`src/tcb_pkg.sv`:
```
package tcb_pkg;

  ////////////////////////////////////////
  // bus geometry
  ////////////////////////////////////////

  // data bus width in bits
  localparam int unsigned TCB_DAT_W = 32;
  // byte lanes per data word
  localparam int unsigned TCB_BEN = TCB_DAT_W / 8;
  // byte address width
  localparam int unsigned TCB_ADR_W = 12;
  // byte offset bits inside a word
  localparam int unsigned TCB_OFF_W = $clog2(TCB_BEN);
  // memory depth in words, indexed by adr[11:2]
  localparam int unsigned TCB_MEM_DEPTH = 1024;
  // response delay in clock cycles
  localparam int unsigned TCB_HSK_DLY = 1;

  ////////////////////////////////////////
  // size and status codes
  ////////////////////////////////////////

  // log2 of transfer size in bytes
  localparam logic [1:0] TCB_SIZ_BYTE = 2'd0;
  localparam logic [1:0] TCB_SIZ_HALF = 2'd1;
  localparam logic [1:0] TCB_SIZ_WORD = 2'd2;
  // code 3 is illegal, answered with an error

  // response status
  localparam logic TCB_STS_OK  = 1'b0;
  localparam logic TCB_STS_ERR = 1'b1;

  ////////////////////////////////////////
  // data word views
  ////////////////////////////////////////

  // one data word, seen as bytes or as halves
  typedef union packed {
    // byte lanes, lane 0 at bits 7:0
    logic [TCB_BEN-1:0][7:0] byt;
    // halfword lanes, lane 0 at bits 15:0
    logic [TCB_BEN/2-1:0][15:0] hlf;
  } tcb_data_t;

endpackage

```
`src/tcb_rsp_align.sv`:
```
`timescale 1ns/1ps

module tcb_rsp_align (
  input  logic                             clk,
  input  logic                             arst_n,
  // request side, sampled on transfer
  input  logic                             vld,
  input  logic                             rdy,
  input  logic [tcb_pkg::TCB_OFF_W-1:0]    off,
  input  logic [1:0]                       siz,
  input  logic                             req_err,
  // full word from memory
  input  logic [tcb_pkg::TCB_DAT_W-1:0]    mem_rdt,
  // log-size response
  output logic                             rsp_vld,
  output logic [tcb_pkg::TCB_DAT_W-1:0]    rdt,
  output logic                             sts
);

  // request transfer this cycle
  logic xfr;
  // recorded request attributes
  logic [tcb_pkg::TCB_OFF_W-1:0] off_q;
  logic [1:0]                    siz_q;
  logic                          err_q;
  // read multiplexer stages
  tcb_pkg::tcb_data_t            wrd;
  logic [1:0][7:0]               hlf;
  logic [7:0]                    byt;

  assign xfr = vld & rdy;

  ////////////////////////////////////////
  // delay record
  ////////////////////////////////////////

  always_ff @(posedge clk or negedge arst_n) begin
    if (!arst_n) begin
      rsp_vld <= 1'b0;
      off_q   <= '0;
      siz_q   <= tcb_pkg::TCB_SIZ_BYTE;
      err_q   <= 1'b0;
    end else begin
      // one response per transfer
      rsp_vld <= xfr;
      if (xfr) begin
        off_q <= off;
        siz_q <= siz;
        err_q <= req_err;
      end
    end
  end

  ////////////////////////////////////////
  // read lane extraction
  ////////////////////////////////////////

  assign wrd = mem_rdt;
  // half by offset bit 1
  assign hlf = off_q[1] ? wrd.hlf[1] : wrd.hlf[0];
  // then byte by offset bit 0
  assign byt = off_q[0] ? hlf[1] : hlf[0];

  always_comb begin
    if (err_q) begin
      // flagged request returns nothing
      rdt = '0;
    end else begin
      case (siz_q)
        tcb_pkg::TCB_SIZ_BYTE: rdt = {24'd0, byt};
        tcb_pkg::TCB_SIZ_HALF: rdt = {16'd0, hlf};
        tcb_pkg::TCB_SIZ_WORD: rdt = wrd;
        default:               rdt = '0;
      endcase
    end
  end

  assign sts = err_q ? tcb_pkg::TCB_STS_ERR : tcb_pkg::TCB_STS_OK;

  // attributes recorded on a transfer are all defined
  property p_xfr_known;
    @(posedge clk) disable iff (!arst_n)
      xfr |-> !$isunknown({off, siz, req_err});
  endproperty

  a_xfr_known: assert property (p_xfr_known)
    else $error("transfer with unknown offset, size or error flag");

endmodule

```
`config.mk`:
```
export PLATFORM = sky130hd
export DESIGN_NAME = tcb_rsp_align
export DESIGN_NICKNAME = d
export VERILOG_FILES = /design/src/tcb_pkg.sv /design/src/tcb_rsp_align.sv
export SDC_FILE = /design/constraint.sdc
export NUM_CORES = 1
export LEC_CHECK = 0
export BUFFER_PORTS_ARGS = -buffer_cell sky130_fd_sc_hd__buf_2
export CORE_UTILIZATION = 35
export CTS_CLUSTER_DIAMETER = 80
export CTS_CLUSTER_SIZE = 8
export DETAILED_ROUTE_END_ITERATION = 10
export HOLD_SLACK_MARGIN = 0.08
export PLACE_DENSITY = 0.8
export SYNTH_ARGS = -nofsm -noshare
export SYNTH_HDL_FRONTEND = slang
export SYNTH_SLANG_ARGS = --single-unit
```
`constraint.sdc`:
```
create_clock -name clk -period 1.4 [get_ports clk]
set_input_delay 0.07 -clock clk [delete_from_list [all_inputs] [get_ports clk]]
set_output_delay 0.07 -clock clk [all_outputs]
set_load 0.02 [all_outputs]
```
Yosys cells after proc, flatten, opt, wreduce, memory -nomap -nowiden. Index checks and enable logic that the tools add are counted.

Register bits after elaboration: 6. Input bits: 41. Output and inout bits: 34. Logic and storage cells: 13.

Eq/ne operators: 2. Muxes and demuxes: 5. Bitwise operators: 1. Reduce and logical (&&, ||, !) cells: 1.

Operator list (number): 32-bit one-hot mux with 3 select lines (1); 32-bit two-way mux (1); 16-bit two-way mux (1); 8-bit two-way mux (1); 2-bit by 1-bit equality test with 1-bit output, second input constant (1); 2-bit equality test, second input constant (1); 2-bit zero test (1); 1-bit AND (1); 1-bit two-way mux (1).

Logic depth before layout (Yosys ltp).
Word-level depth: 4. Gate-level depth with buffers: 6.

Worst setup path after synthesis. OpenSTA, ideal clock, no wires.

Path type: register to output. Start: register siz_q[0]. End: output port rdt[1] (netlist bit). Data arrival time: 1.322 ns. Data required time: 1.330 ns. Slack: 0.008 ns. Stages on the path, launching flop included: 7. Buffers on the path: 2. Cells stage by stage: dfrtp_1 > nor2b_2 > buf_6 > nor2b_4 > buf_6 > nand2_1 > a21oi_1.

Longest elaborated chain between the ends: 3. Elaborated cells between the ends (all ways): 5. Classes of those cells: eq/ne: 2; mux: 2; reduce/logical: 1.

Ends and longest elaborated chain: from (decl) (RTL line tcb_rsp_align.sv:24) `logic [1:0] siz_q;`; from (signal assigned) (RTL line tcb_rsp_align.sv:41) `siz_q <= tcb_pkg::TCB_SIZ_BYTE;`; from (signal assigned) (RTL line tcb_rsp_align.sv:48) `siz_q <= siz;`; 2-bit equality test (tied with other cells) (RTL line tcb_rsp_align.sv:69) `case (siz_q)`; 32-bit one-hot mux with 3 select lines * (RTL line tcb_rsp_align.sv:69); 32-bit two-way mux * (RTL line tcb_rsp_align.sv:65) `if (err_q) begin`; to (decl) (RTL line tcb_rsp_align.sv:16) `output logic [tcb_pkg::TCB_DAT_W-1:0] rdt,`.

Every way passes the cells marked *; elsewhere a longest branch is shown, timed or not.

Worst setup path after layout.
Start: register siz_q[0]. End: output port rdt[5] (netlist bit).

Same word-level chain as after synthesis.

==> flow_metrics.tcl <==
set metrics [dict create \
    synthCells 112 \
    power.switching_w 0.000672 \
    grt_pass1_vias 1028 \
    worstMarginPinSlew_ns 0.495 \
    finalCritPeriodShare 1.29 \
    cpMaxStageDelayCell "dfrtp_1" \
    ys_ff_latch 6 \
    clock-root-buffer "clkbuf_4" \
    die-area_um2 2730 \
    cts_sinks 6 \
    violations "negative setup slack" \
    drt_iter0_markers 45 \
    core_area_um2 2300 \
    cts_tree "built" \
    pre_cts_ws_ns -0.0344 \
    critPathRequiredTime_ns 1.33 \
    wire_per_inst_um 18.5 \
    peakVddDrop_mv 0.772 \
    cp-startpoint "siz_q[0]" \
    path_depth 6 \
    place_congestion 0.875 \
    r2r_end "err_q" \
    fmax_mhz 555 \
    fin_skew_ns 0 \
    clkTransAtPathRegs_ns 0.05 \
    final_cells 232 \
    vias 1308 \
    seqPwrFrac 0.152 \
    final_cell_mix "48 x buf_2, 23 x buf_4, 18 x buf_6" \
    finalInstanceArea_um2 1760 \
    numCtsBuffers 3 \
    ios 75 \
    setup_viol 32 \
    power_density_nw_per_um2 864 \
    crit_fanout 6 \
    via_per_inst 5.64 \
    ys.flop_type "dfrtp_1" \
    avgSynthCellArea_um2 7.90 \
    drv_cap 0 \
    layout.nets 247 \
    ys_seq_area_frac 0.170 \
    outcome "complete, but fails checks" \
    netlist_area_um2 885 \
    synth_edf_count 0 \
    r2r_slack_ns 0.41 \
    worstSetupPathType "register to output port" \
    clk_latency_ns 0.25 \
    place_area_um2 1320 \
    leakage_nw 0.894 \
    syn_nets 153 \
    port-buffer-count 74 \
    reg2regPathDepth 2 \
    final_hold_viol_count 0 \
    multi_input_area_um2 792 \
    tns_ns -7.08 \
    start_kind "register" \
    final.fill_count 128 \
    worstPathArrival_ns 1.73 \
    end_kind "output port" \
    hold_path.class "input pin to async pin" \
    syn_to_final_growth_pct 98.6 \
    drc 0 \
    cp-endpoint "rdt[5]" \
    synth.distinct_cells 22 \
    insertedDiodeCount 0 \
    dp_hpwl_um 2120 \
    grt_pass1_wl_um 4530 \
    drive_above_1_share 0.745 \
    cp_cell_sequence "nor2b_2, nor2b_4, buf_4, a221oi_2, nor2_1, buf_2" \
    rsz0062_at_grt "yes" \
    dpl.cell_count 215 \
    final_common_cell "buf_2" \
    clkPwrFrac 0.109 \
    whs_ns 0.169 \
    p_comb_frac 0.738 \
    drv_slew 0 \
    crit_family "simple AND/OR/NAND/NOR gates" \
    rows 17 \
    yosysWarnings 0 \
    gr-total-overflow 0 \
    ys_async_sr_fraction 1.00 \
    setup_slack_ns -0.402 \
    wirelength_um 4280 \
    layout_min_cycle_time_ns 1.80 \
    grt_use_total 0.223 \
    grt_max_degree 16 \
    die_h_um 52.3 \
    ant_nets 0 \
    start_util 0.385 \
    timing.rr.start "err_q" \
    crit_buf_inv 2 \
    drtPass1Iterations 4 \
    swShare 0.443 \
    power.internal_w 0.000846 \
    regArea_um2 153 \
    dieWidth_um 52.3 \
    h-tree-depth 1 \
    max_stage_delay_ns 0.43 \
    cts_max_path_buffers 2 \
    antenna_found_initial 0 \
    slew_headroom 0.669 \
]
## synthesized netlist by cell type (5+ instances only)
| cell type | number | area share |
|---|---|---|
| nand2_1 | 5 | 0.021 |
| nor2_1 | 12 | 0.051 |
| a21oi_1 | 8 | 0.045 |
| mux2_2 | 13 | 0.17 |
| inv_1 | 9 | 0.038 |
| a22oi_1 | 8 | 0.068 |
| and2_1 | 16 | 0.11 |
| dfrtp_1 | 6 | 0.17 |
## what timing repair did
action / in CTS / in global routing
cloned: 1 / 1
endpoints found under the hold margin: 11 / 0
hold buffers: 6 / 0
buffers inserted: 2 / 4
resized for setup: 51 / 37
pin swaps: 8 / 16
endpoints found under the setup margin: 32 / 32
## stage by stage
stage	utilization	power, W
2_1_floorplan	-	0.000753
3_3_place_gp	0.574	0.00101
3_5_place_dp	0.574	0.00102
4_1_cts	0.688	0.00131
5_1_grt	0.765	0.00159
6_report	0.765	0.00152
## power groups by stage
stage	Clock [W]	Combinational (W)	Sequential [W]
floorplan	0	0.000525	0.000229
global placement	0	0.000789	0.000220
detailed placement	0	0.000798	0.000222
CTS	0.000168	0.000918	0.000221
global route	0.000185	0.00118	0.000234
finish	0.000166	0.00112	0.000231
## layer usage
layer | wire [um] | vias up | global-route usage | part of all wire
li1 | - | 586 | - | -
met1 | 1560 | 602 | 0.260 | 0.36
met2 | 2120 | 102 | 0.415 | 0.50
met3 | 474 | 18 | 0.0464 | 0.11
met4 | 124 | 0 | 0.0482 | 0.029
met5 | 0 | - | 0 | 0
## area by class of cell
type                            count  area share
Clock buffer                        3      0.0128
Inverter                            9      0.0192
Multi-Input combinational cell     89       0.451
Sequential cell                     6      0.0869
Tap cell                           28      0.0199
Timing Repair Buffer               97       0.410
## worst register-to-register path, delay by kind of cell (launching register included)
kind | cells | cell delay, ns
buffers and inverters | 1 | 0.20
DFF | 1 | 0.41
muxes | 1 | 0.27
## sequential cells by signal, summed over array words and instances (netlist names)
name,count
err_q,1
siz_q,2
off_q,2
rsp_vld,1
## worst min-delay path by stage
stage          startpoint        to  slack [ns]
5_1_grt            arst_n  siz_q[0]        0.16
4_1_cts            arst_n  siz_q[0]        0.17
6_report           arst_n  siz_q[0]        0.17
3_3_place_gp       arst_n   rsp_vld       -0.10
2_1_floorplan      arst_n     err_q       -0.23
3_5_place_dp       arst_n   rsp_vld       -0.10
## cell families after synthesis
kind of cell,share of synthesized area
multiplexers,0.211
AND/OR/NAND/NOR,0.263
buffers and inverters,0.105
flip-flops,0.170
AO/OA/AOI/OAI,0.252
No activity file was read; power rests on OpenSTA's default activity.
