===== config.mk =====
export PLATFORM = sky130hd
export DESIGN_NAME = tcb_req_steer
export DESIGN_NICKNAME = d
export VERILOG_FILES = /design/src/tcb_pkg.sv /design/src/tcb_req_steer.sv
export SDC_FILE = /design/constraint.sdc
export NUM_CORES = 1
export LEC_CHECK = 0
export BUFFER_PORTS_ARGS = -buffer_cell sky130_fd_sc_hd__clkbuf_2
export CAP_MARGIN = 20
export CORE_MARGIN = 3
export CORE_UTILIZATION = 32
export DETAILED_ROUTE_END_ITERATION = 6
export PLACE_DENSITY = 0.89
export SLEW_MARGIN = 20
export SYNTH_ARGS = -nofsm -noshare
export SYNTH_HDL_FRONTEND = slang
export SYNTH_SLANG_ARGS = --single-unit

===== constraint.sdc =====
create_clock -name vclk -period 2.5
set_input_delay 0.625 -clock vclk [all_inputs]
set_output_delay 0.625 -clock vclk [all_outputs]
set_load 0.01 [all_outputs]

===== src/tcb_pkg.sv =====
package tcb_pkg;

  ////////////////////////////////////////
  // bus geometry
  ////////////////////////////////////////

  // data bus width in bits
  localparam int unsigned TCB_DAT_W = 32;
  // byte lanes per data word
  localparam int unsigned TCB_BEN = TCB_DAT_W / 8;
  // byte address width
  localparam int unsigned TCB_ADR_W = 12;
  // byte offset bits inside a word
  localparam int unsigned TCB_OFF_W = $clog2(TCB_BEN);
  // memory depth in words, indexed by adr[11:2]
  localparam int unsigned TCB_MEM_DEPTH = 1024;
  // response delay in clock cycles
  localparam int unsigned TCB_HSK_DLY = 1;

  ////////////////////////////////////////
  // size and status codes
  ////////////////////////////////////////

  // log2 of transfer size in bytes
  localparam logic [1:0] TCB_SIZ_BYTE = 2'd0;
  localparam logic [1:0] TCB_SIZ_HALF = 2'd1;
  localparam logic [1:0] TCB_SIZ_WORD = 2'd2;
  // code 3 is illegal, answered with an error

  // response status
  localparam logic TCB_STS_OK  = 1'b0;
  localparam logic TCB_STS_ERR = 1'b1;

  ////////////////////////////////////////
  // data word views
  ////////////////////////////////////////

  // one data word, seen as bytes or as halves
  typedef union packed {
    // byte lanes, lane 0 at bits 7:0
    logic [TCB_BEN-1:0][7:0] byt;
    // halfword lanes, lane 0 at bits 15:0
    logic [TCB_BEN/2-1:0][15:0] hlf;
  } tcb_data_t;

endpackage


===== src/tcb_req_steer.sv =====
`timescale 1ns/1ps

module tcb_req_steer (
  // log-size request
  input  logic                             vld,
  input  logic                             wen,
  input  logic [tcb_pkg::TCB_ADR_W-1:0]    adr,
  input  logic [1:0]                       siz,
  input  logic [tcb_pkg::TCB_DAT_W-1:0]    wdt,
  input  logic                             rdy,
  // byte-enable request
  output logic                             mem_vld,
  output logic                             mem_wen,
  output logic [tcb_pkg::TCB_ADR_W-1:0]    mem_adr,
  output logic [tcb_pkg::TCB_BEN-1:0]      mem_ben,
  output logic [tcb_pkg::TCB_DAT_W-1:0]    mem_wdt,
  // misaligned or illegal size
  output logic                             req_err
);

  // byte offset inside the word
  logic [tcb_pkg::TCB_OFF_W-1:0] off;
  // write data, raw and replicated
  tcb_pkg::tcb_data_t wdt_u;
  tcb_pkg::tcb_data_t wdt_r;
  // enables before the error mask
  logic [tcb_pkg::TCB_BEN-1:0] ben;

  assign off   = adr[tcb_pkg::TCB_OFF_W-1:0];
  assign wdt_u = wdt;

  ////////////////////////////////////////
  // control and address
  ////////////////////////////////////////

  // handshake and command go straight through
  assign mem_vld = vld;
  assign mem_wen = wen;
  // word-aligned address
  assign mem_adr = {adr[tcb_pkg::TCB_ADR_W-1:tcb_pkg::TCB_OFF_W], tcb_pkg::TCB_OFF_W'(0)};

  ////////////////////////////////////////
  // byte enables and alignment check
  ////////////////////////////////////////

  always_comb begin
    case (siz)
      tcb_pkg::TCB_SIZ_BYTE: begin
        // single lane picked by the full offset
        ben     = 4'b0001 << off;
        req_err = 1'b0;
      end
      tcb_pkg::TCB_SIZ_HALF: begin
        ben     = off[1] ? 4'b1100 : 4'b0011;
        // odd address is misaligned
        req_err = off[0];
      end
      tcb_pkg::TCB_SIZ_WORD: begin
        ben     = 4'b1111;
        req_err = |off;
      end
      default: begin
        // size 3
        ben     = 4'b0000;
        req_err = 1'b1;
      end
    endcase
  end

  // flagged requests write nothing
  assign mem_ben = req_err ? '0 : ben;

  ////////////////////////////////////////
  // write data replication
  ////////////////////////////////////////

  always_comb begin
    case (siz)
      // low byte copied to every lane
      tcb_pkg::TCB_SIZ_BYTE: wdt_r.byt = {tcb_pkg::TCB_BEN{wdt_u.byt[0]}};
      // low half copied to both halves
      tcb_pkg::TCB_SIZ_HALF: wdt_r.hlf = {2{wdt_u.hlf[0]}};
      default:               wdt_r = wdt_u;
    endcase
  end

  assign mem_wdt = wdt_r;

  // an accepted legal request enables 2**siz lanes, the addressed one among them
  always_comb begin
    if (vld && rdy && !req_err) begin
      assert final (mem_ben[off] && ($countones(mem_ben) == (1 << siz)))
        else $error("legal transfer with wrong byte enables");
    end
  end

endmodule


After elaboration in Yosys (flattened, before gate mapping). Index checks and enable logic that the tools add are counted. W data, S select, Z words.

Input bits: 49. Flip-flop bits (word level): 0. Output and inout port bits: 51. Logic and storage cells: 10.

Mux-type cells: 5. Shifts and indexed selects: 1. Equality and inequality tests: 2. Reduce and logical (&&, ||, !) cells: 2.

Operator list (count): $pmux W32 S2 (1); $pmux W4 S3 (1); $mux W4 (2); $shl A1 B2 Y4 const A (1); $pmux W1 S3 (1); $eq A2 B1 Y1 const B (1); $eq A2 B2 Y1 const B (1); $logic_not A2 Y1 (1); $reduce_or A2 Y1 (1).

Longest topological paths before layout. Gate-level depths: netlist of run 1.

Word-level depth: 3. Gate-level depth with buffers: 4. Gate-level depth less buffers: 2.

Worst setup path after synthesis of run 1. Ideal clock, no wire load.

Path kind: input to output. Start: in siz[0]. End: out mem_wdt[10] (netlist bit). Arrival time: 1.382 ns. Buffers on the path: 1. Data required time: 1.875 ns. Setup slack: 0.493 ns. Stages on the path: 3. Cell sequence: buf_6 nor2_2 mux2_2.

Cells in the longest elaborated chain, start to end: 2. Elaborated cells on any way between the ends: 3. Those cells by class: eq/ne (1); mux (1); reduce/logical (1).

RTL lines: start: declaration (RTL line tcb_req_steer.sv:8) `input logic [1:0] siz,`; $eq A2 B1 Y1 / $logic_not A2 Y1 (equally long branches) (RTL line tcb_req_steer.sv:78) `case (siz)`; $pmux W32 S2 (*) (RTL line tcb_req_steer.sv:78); end: declaration (RTL line tcb_req_steer.sv:16) `output logic [tcb_pkg::TCB_DAT_W-1:0] mem_wdt,`.

Mark *: on every way between the ends. The rest lies on a longest branch, timed or not.

Worst setup path after layout of run 1.
Start: in siz[0]. End: out mem_ben[2] (netlist bit).

Cells in the longest elaborated chain, start to end: 3. Elaborated cells on any way between the ends: 6. Those cells by class: eq/ne (2); mux (3); reduce/logical (1).

RTL lines: $eq A2 B2 Y1, or another cell as far along (RTL line tcb_req_steer.sv:47) `case (siz)`; $pmux W4 S3 / $pmux W1 S3 (equally long branches) (RTL line tcb_req_steer.sv:47); $mux W4 (*) (RTL line tcb_req_steer.sv:71) `assign mem_ben = req_err ? '0 : ben;`; end: declaration (RTL line tcb_req_steer.sv:15) `output logic [tcb_pkg::TCB_BEN-1:0] mem_ben,`.

Marks and branches as above.

==> results.txt, run 1 <==
Yosys top cell area share: 28.7%
total area of sequential cells: 0 um2
largest cells by area after synthesis: sky130_fd_sc_hd__buf_4, sky130_fd_sc_hd__mux2_2, sky130_fd_sc_hd__mux2i_1
number of diodes added for antenna fixing: 0
residual antenna-violating net count after detailed routing: 0
site row count: 15
Wirelength per Cell: 12.2 um
floorplan core area: 1780 um2
Total Routing Usage GR: 14.5%
Final Setup Violations: 0
I/O pin total: 100
HPWL after DPL: 1770 um
Maximum Capacitance Violations: 0
number of cells upsized or downsized after cts: 0
final design area excluding fillers: 871 um2
Remaining DRCs: 0
critical hold path startpoint: adr[3]
final hold viol count: 0
P_leak: 0.505 nW
Synthesis Warnings: 0
startpoint types: input port
highest layer used for signal routing: met4
sequential cells: 0
vias per cell: 4.65
Req. time, crit path: 1.88 ns
wire length of the first global-routing pass: 3040 um
Most Frequent Cell on Critical Path: sky130_fd_sc_hd__clkbuf_2
Post-Synth XOR/XNOR Area: 1.40%
highest clock rate: 443 MHz
fraction of the mapped netlist area in compound gates: 12.6%
Max stage delay on crit path: 0.38 ns
Layout clock buffers: 0
number of cells produced by synthesis: 80
number of port buffers: 73
Synth Cell Area: 627 um2
multi-input gate area in the final layout: 429 um2
number of fill cells: 186
per-instance average area after synthesis: 7.84 um2
quantity of hold-fixing buffers added after cts: 0
Post-DP Area: 871 um2
startpoint of the worst setup timing path: siz[0]
die boundary width: 50.3 um
routed wl met2: 1000 um
count of TritonRoute iterations in the first routing pass: 4
detailed-routing wirelength on met1: 627 um
post-synthesis simple-gate area fraction: 11.8%
Total Wirelength: 1930 um
status: finished, final reports clean
post-CTS setup buffer count: 0
adder-cell area share of the yosys netlist: 0%
main combinational cell family by area after synthesis: multiplexers
initial core utilization: 35.2%
proportion of synthesized chip area in sequential cells: 0%
number of distinct library cells after synthesis: 19
number of antenna violations at the first check in global routing: 0
chip height: 50.3 um
min Tclk post-route: 2.26 ns
cell count of the worst hold path: 0
slowest library cell on the worst path: sky130_fd_sc_hd__or3b_1
Total Nets Final: 184
crit path cell chain: clkbuf_2 > buf_4 > or3b_1 > a21oi_1 > clkbuf_2
Final Cycle Share: 90.3%
setup repair after global routing missed its margin: false
top fanout value on the critical path: 7
mux share of post-synthesis cell area: 41.5%
via count: 735
total negative slack: 0 ns
path type of the worst min-delay path: in -> out
total congestion overflow after global routing: 0
routed wl met3: 261 um
Die Footprint: 2530 um2
crit end category: primary output
data arrival time of the critical path: 1.63 ns
gpl congestion: 0.673
relative area change from synthesis to final layout: 38.9%
critical path type: in -> out
power density of the placed cells: 198 nW/um2
maximum ir drop on the vdd rail: 0.104 mV
vias in the first global route: 734
share of cells above drive strength 1: 74.4%
number of pins with negative max-slew slack in the final report: 0
cell type with the highest aggregate area in the netlist: sky130_fd_sc_hd__buf_4
violation count after the first detailed-routing iteration: 4
largest net degree at the start of global routing: 17
## per-layer routing
metal | GRT usage, % | up-vias
li1 | - | 364
met3 | 2.37 | 4
met1 | 14.5 | 306
met5 | 0 | -
met2 | 30.4 | 61
met4 | 2.30 | 0
## cell families (layout without fill, tap and decap cells)
logic type,Yosys count,count (layout)
AOI/OAI and AO/OA,13,13
and+or+nand+nor,14,14
other,1,2
buffers and inverters,27,79
xor gates and xnor gates,1,1
muxes,24,24
## synthesized netlist by cell type (all sizes together)
cell,number
nand2b,1
mux2i,8
nand2,8
o21ai,9
a21oi,2
xnor2,1
nor2,2
or3b,1
o31ai,1
mux2,16
conb,1
buf,27
or4b,1
a211oi,1
nor3,1
## path summary, 6_finish.rpt
path,end
setup / recovery,mem_ben[2]
hold / removal,mem_adr[3]
## layout make-up
type               count  share of cell area [%]
multi-input cells     54                    49.3
repair buffers        79                    47.1
well taps             25                    3.59
## power by group
group | internal [W] | switching, W
logic | 0.0000869 | 0.0000853
clock network | 0 | 0
registers | 0 | 0
total | 0.0000869 | 0.0000853
## per-stage QoR
stage	cells	worst slack [ns]	power (W)	hold WS, ns	utilization [%]
after global routing	158	0.210	0.000190	1.25	48.8
final	158	0.243	0.000172	1.25	48.8
after CTS	158	0.236	0.000175	1.25	48.8
after floorplan	81	0.493	0.000120	1.29	-
after global placement	158	0.266	0.000169	1.25	48.8
after detailed placement	158	0.238	0.000174	1.25	48.8
## layout by cell type (no fill, tap or decap)
cell,n
sky130_fd_sc_hd__clkbuf_2,73
sky130_fd_sc_hd__mux2_2,16
sky130_fd_sc_hd__mux2i_1,8
sky130_fd_sc_hd__nand2_1,8
sky130_fd_sc_hd__o21ai_0,8
sky130_fd_sc_hd__buf_4,6
sky130_fd_sc_hd__a21oi_1,2
sky130_fd_sc_hd__conb_1,2
sky130_fd_sc_hd__nor2_2,1
sky130_fd_sc_hd__nor3_1,1
sky130_fd_sc_hd__nor2_1,1
sky130_fd_sc_hd__nand2b_1,1
sky130_fd_sc_hd__or3b_1,1
sky130_fd_sc_hd__xnor2_1,1
sky130_fd_sc_hd__or4b_4,1
sky130_fd_sc_hd__o31ai_2,1
sky130_fd_sc_hd__a211oi_1,1
sky130_fd_sc_hd__o21ai_2,1
## worst max-delay path, delay by kind of cell
kind	cells	cell delay [ns]
buffers and inverters	3	0.48
and+or+nand+nor	1	0.38
AOI/OAI and AO/OA	1	0.15
No activity file was read; power rests on OpenSTA's default activity.
==> run 2: changes to the inputs <==
GPL_TIMING_DRIVEN = 0   (was default)
==> run 2 against run 1 <==
Sequential cell count did not move. Worst setup slack got worse by 0.034 ns. Hold slack improved by 0.19 ns. Utilization rose by 12 points. Critical path type unchanged. Sequential share of layout area did not move. Cell area rose by 24%. Die area did not move. Via count rose by 19%. Highest routed layer is now met3.
==> results.txt, run 2 (same netlist as run 1, synthesis figures left out) <==
relative area change from synthesis to final layout: 72.7%
worst slack, placed: 0.185 ns (-0.0522 ns)
Die Footprint: 2530 um2 (unchanged)
Final Setup Violations: 0 (unchanged)
data arrival time of the critical path: 1.67 ns (+0.04 ns)
Req. time, crit path: 1.88 ns (about the same)
number of pins with negative max-slew slack in the final report: 0 (unchanged)
crit end category: primary output
vias per cell: 4.59 (-1.3%)
Layout clock buffers: 0 (unchanged)
I/O pin total: 100 (unchanged)
sequential cells: 0 (unchanged)
commonest non-fill, non-tap cell in the layout: sky130_fd_sc_hd__clkbuf_2
Max stage delay on crit path: 0.34 ns (-0.04 ns)
HPWL after DPL: 1980 um (+12%)
Remaining DRCs: 0 (unchanged)
residual antenna-violating net count after detailed routing: 0 (unchanged)
vias in the first global route: 810 (+10%)
Final Cycle Share: 91.6% (+1.4 points)
initial core utilization: 35.2% (unchanged)
chip height: 50.3 um (unchanged)
Total Nets Final: 216 (+17%)
die boundary width: 50.3 um (unchanged)
maximum ir drop on the vdd rail: 0.102 mV (-2.1%)
Wirelength per Cell: 11.8 um (-3.2%)
worst hold slack after final layout: 1.44 ns (+0.188 ns)
min Tclk post-route: 2.29 ns (+0.0339 ns)
total negative slack: 0 ns (unchanged)
site row count: 15 (unchanged)
Total Wirelength: 2240 um (+16%)
total congestion overflow after global routing: 0 (unchanged)
floorplan core area: 1780 um2 (unchanged)
final hold viol count: 0 (unchanged)
startpoint types: input port
Buffers & Inverters on Critical Path: 4 (+1)
top fanout value on the critical path: 10 (+3)
gpl congestion: 0.711 (+5.6%)
largest net degree at the start of global routing: 11 (-6)
multi-input gate area in the final layout: 429 um2 (unchanged)
number of antenna violations at the first check in global routing: 0 (unchanged)
share of cells above drive strength 1: 79.4% (+5.0 points)
commonest non-fill, non-tap cells in the layout: sky130_fd_sc_hd__clkbuf_2, sky130_fd_sc_hd__buf_4, sky130_fd_sc_hd__mux2_2
post-CTS setup buffer count: 0 (unchanged)
via count: 872 (+19%)
wire length of the first global-routing pass: 3400 um (+12%)
number of port buffers: 84 (+15%)
total power draw: 0.000213 W (+23%)
Most Frequent Cell on Critical Path: sky130_fd_sc_hd__clkbuf_2
critical path type: in -> out
crit path cell chain: clkbuf_2 > buf_2 > buf_4 > mux2_2 > clkbuf_2
family with the most delay on the worst path: buffers and inverters
setup repair after global routing missed its margin: false
violation count after the first detailed-routing iteration: 3 (-1)
path type of the worst min-delay path: in -> out
count of TritonRoute iterations in the first routing pass: 3 (-1)
slowest library cell on the worst path: sky130_fd_sc_hd__mux2_2
number of diodes added for antenna fixing: 0 (unchanged)
number of fill cells: 172 (-7.5%)
quantity of hold-fixing buffers added after cts: 0 (unchanged)
power density of the placed cells: 196 nW/um2 (-0.71%)
Maximum Capacitance Violations: 0 (unchanged)
highest clock rate: 436 MHz (-1.5%)
status: finished, final reports clean
total area of sequential cells: 0 um2 (unchanged)
final worst-path setup slack: 0.209 ns (-0.0339 ns)
number of cells upsized or downsized after cts: 0 (unchanged)
P_leak: 0.652 nW (+29%)
Total Routing Usage GR: 16.4% (+1.9 points)
[run 2: cell count changes in the layout (fill, tap and decap cells not counted), sizes merged]
| cell | change |
|---|---|
| clkbuf | +11 |
| buf | +21 |
[run 2: metrics by stage]
stage | instance area (um2) | cells | util, %
floorplan | 631 | 81 | -
global placement | 1080 | 190 | 60.7
detailed placement | 1080 | 190 | 60.7
global route | 1080 | 190 | 60.7
finish | 1080 | 190 | 60.7
CTS | 1080 | 190 | 60.7
[run 2: worst paths after layout]
path	start	endpoint	slack [ns]	depth (start not counted)
worst max-delay path	siz[1]	mem_wdt[23]	0.21	5
worst min-delay path	adr[2]	mem_adr[2]	1.44	2
[run 2: power by group]
part | total (W) | switching (W) | internal (W)
combinational | 0.000213 | 0.0000997 | 0.000113
sequential | 0 | 0 | 0
clock | 0 | 0 | 0
[run 2: final cells by class]
type,instances,area share [%]
multi-input combinational,54,39.7
timing repair buffer,84,38.8
buffer,27,18.6
tap,25,2.89
[run 2: layer usage]
metal	up-vias	global-route usage (%)	share of wire (%)
met4	0	0	0
met3	0	2.97	15
met5	-	0	0
met2	69	33.3	50
li1	426	-	-
met1	377	18.3	36
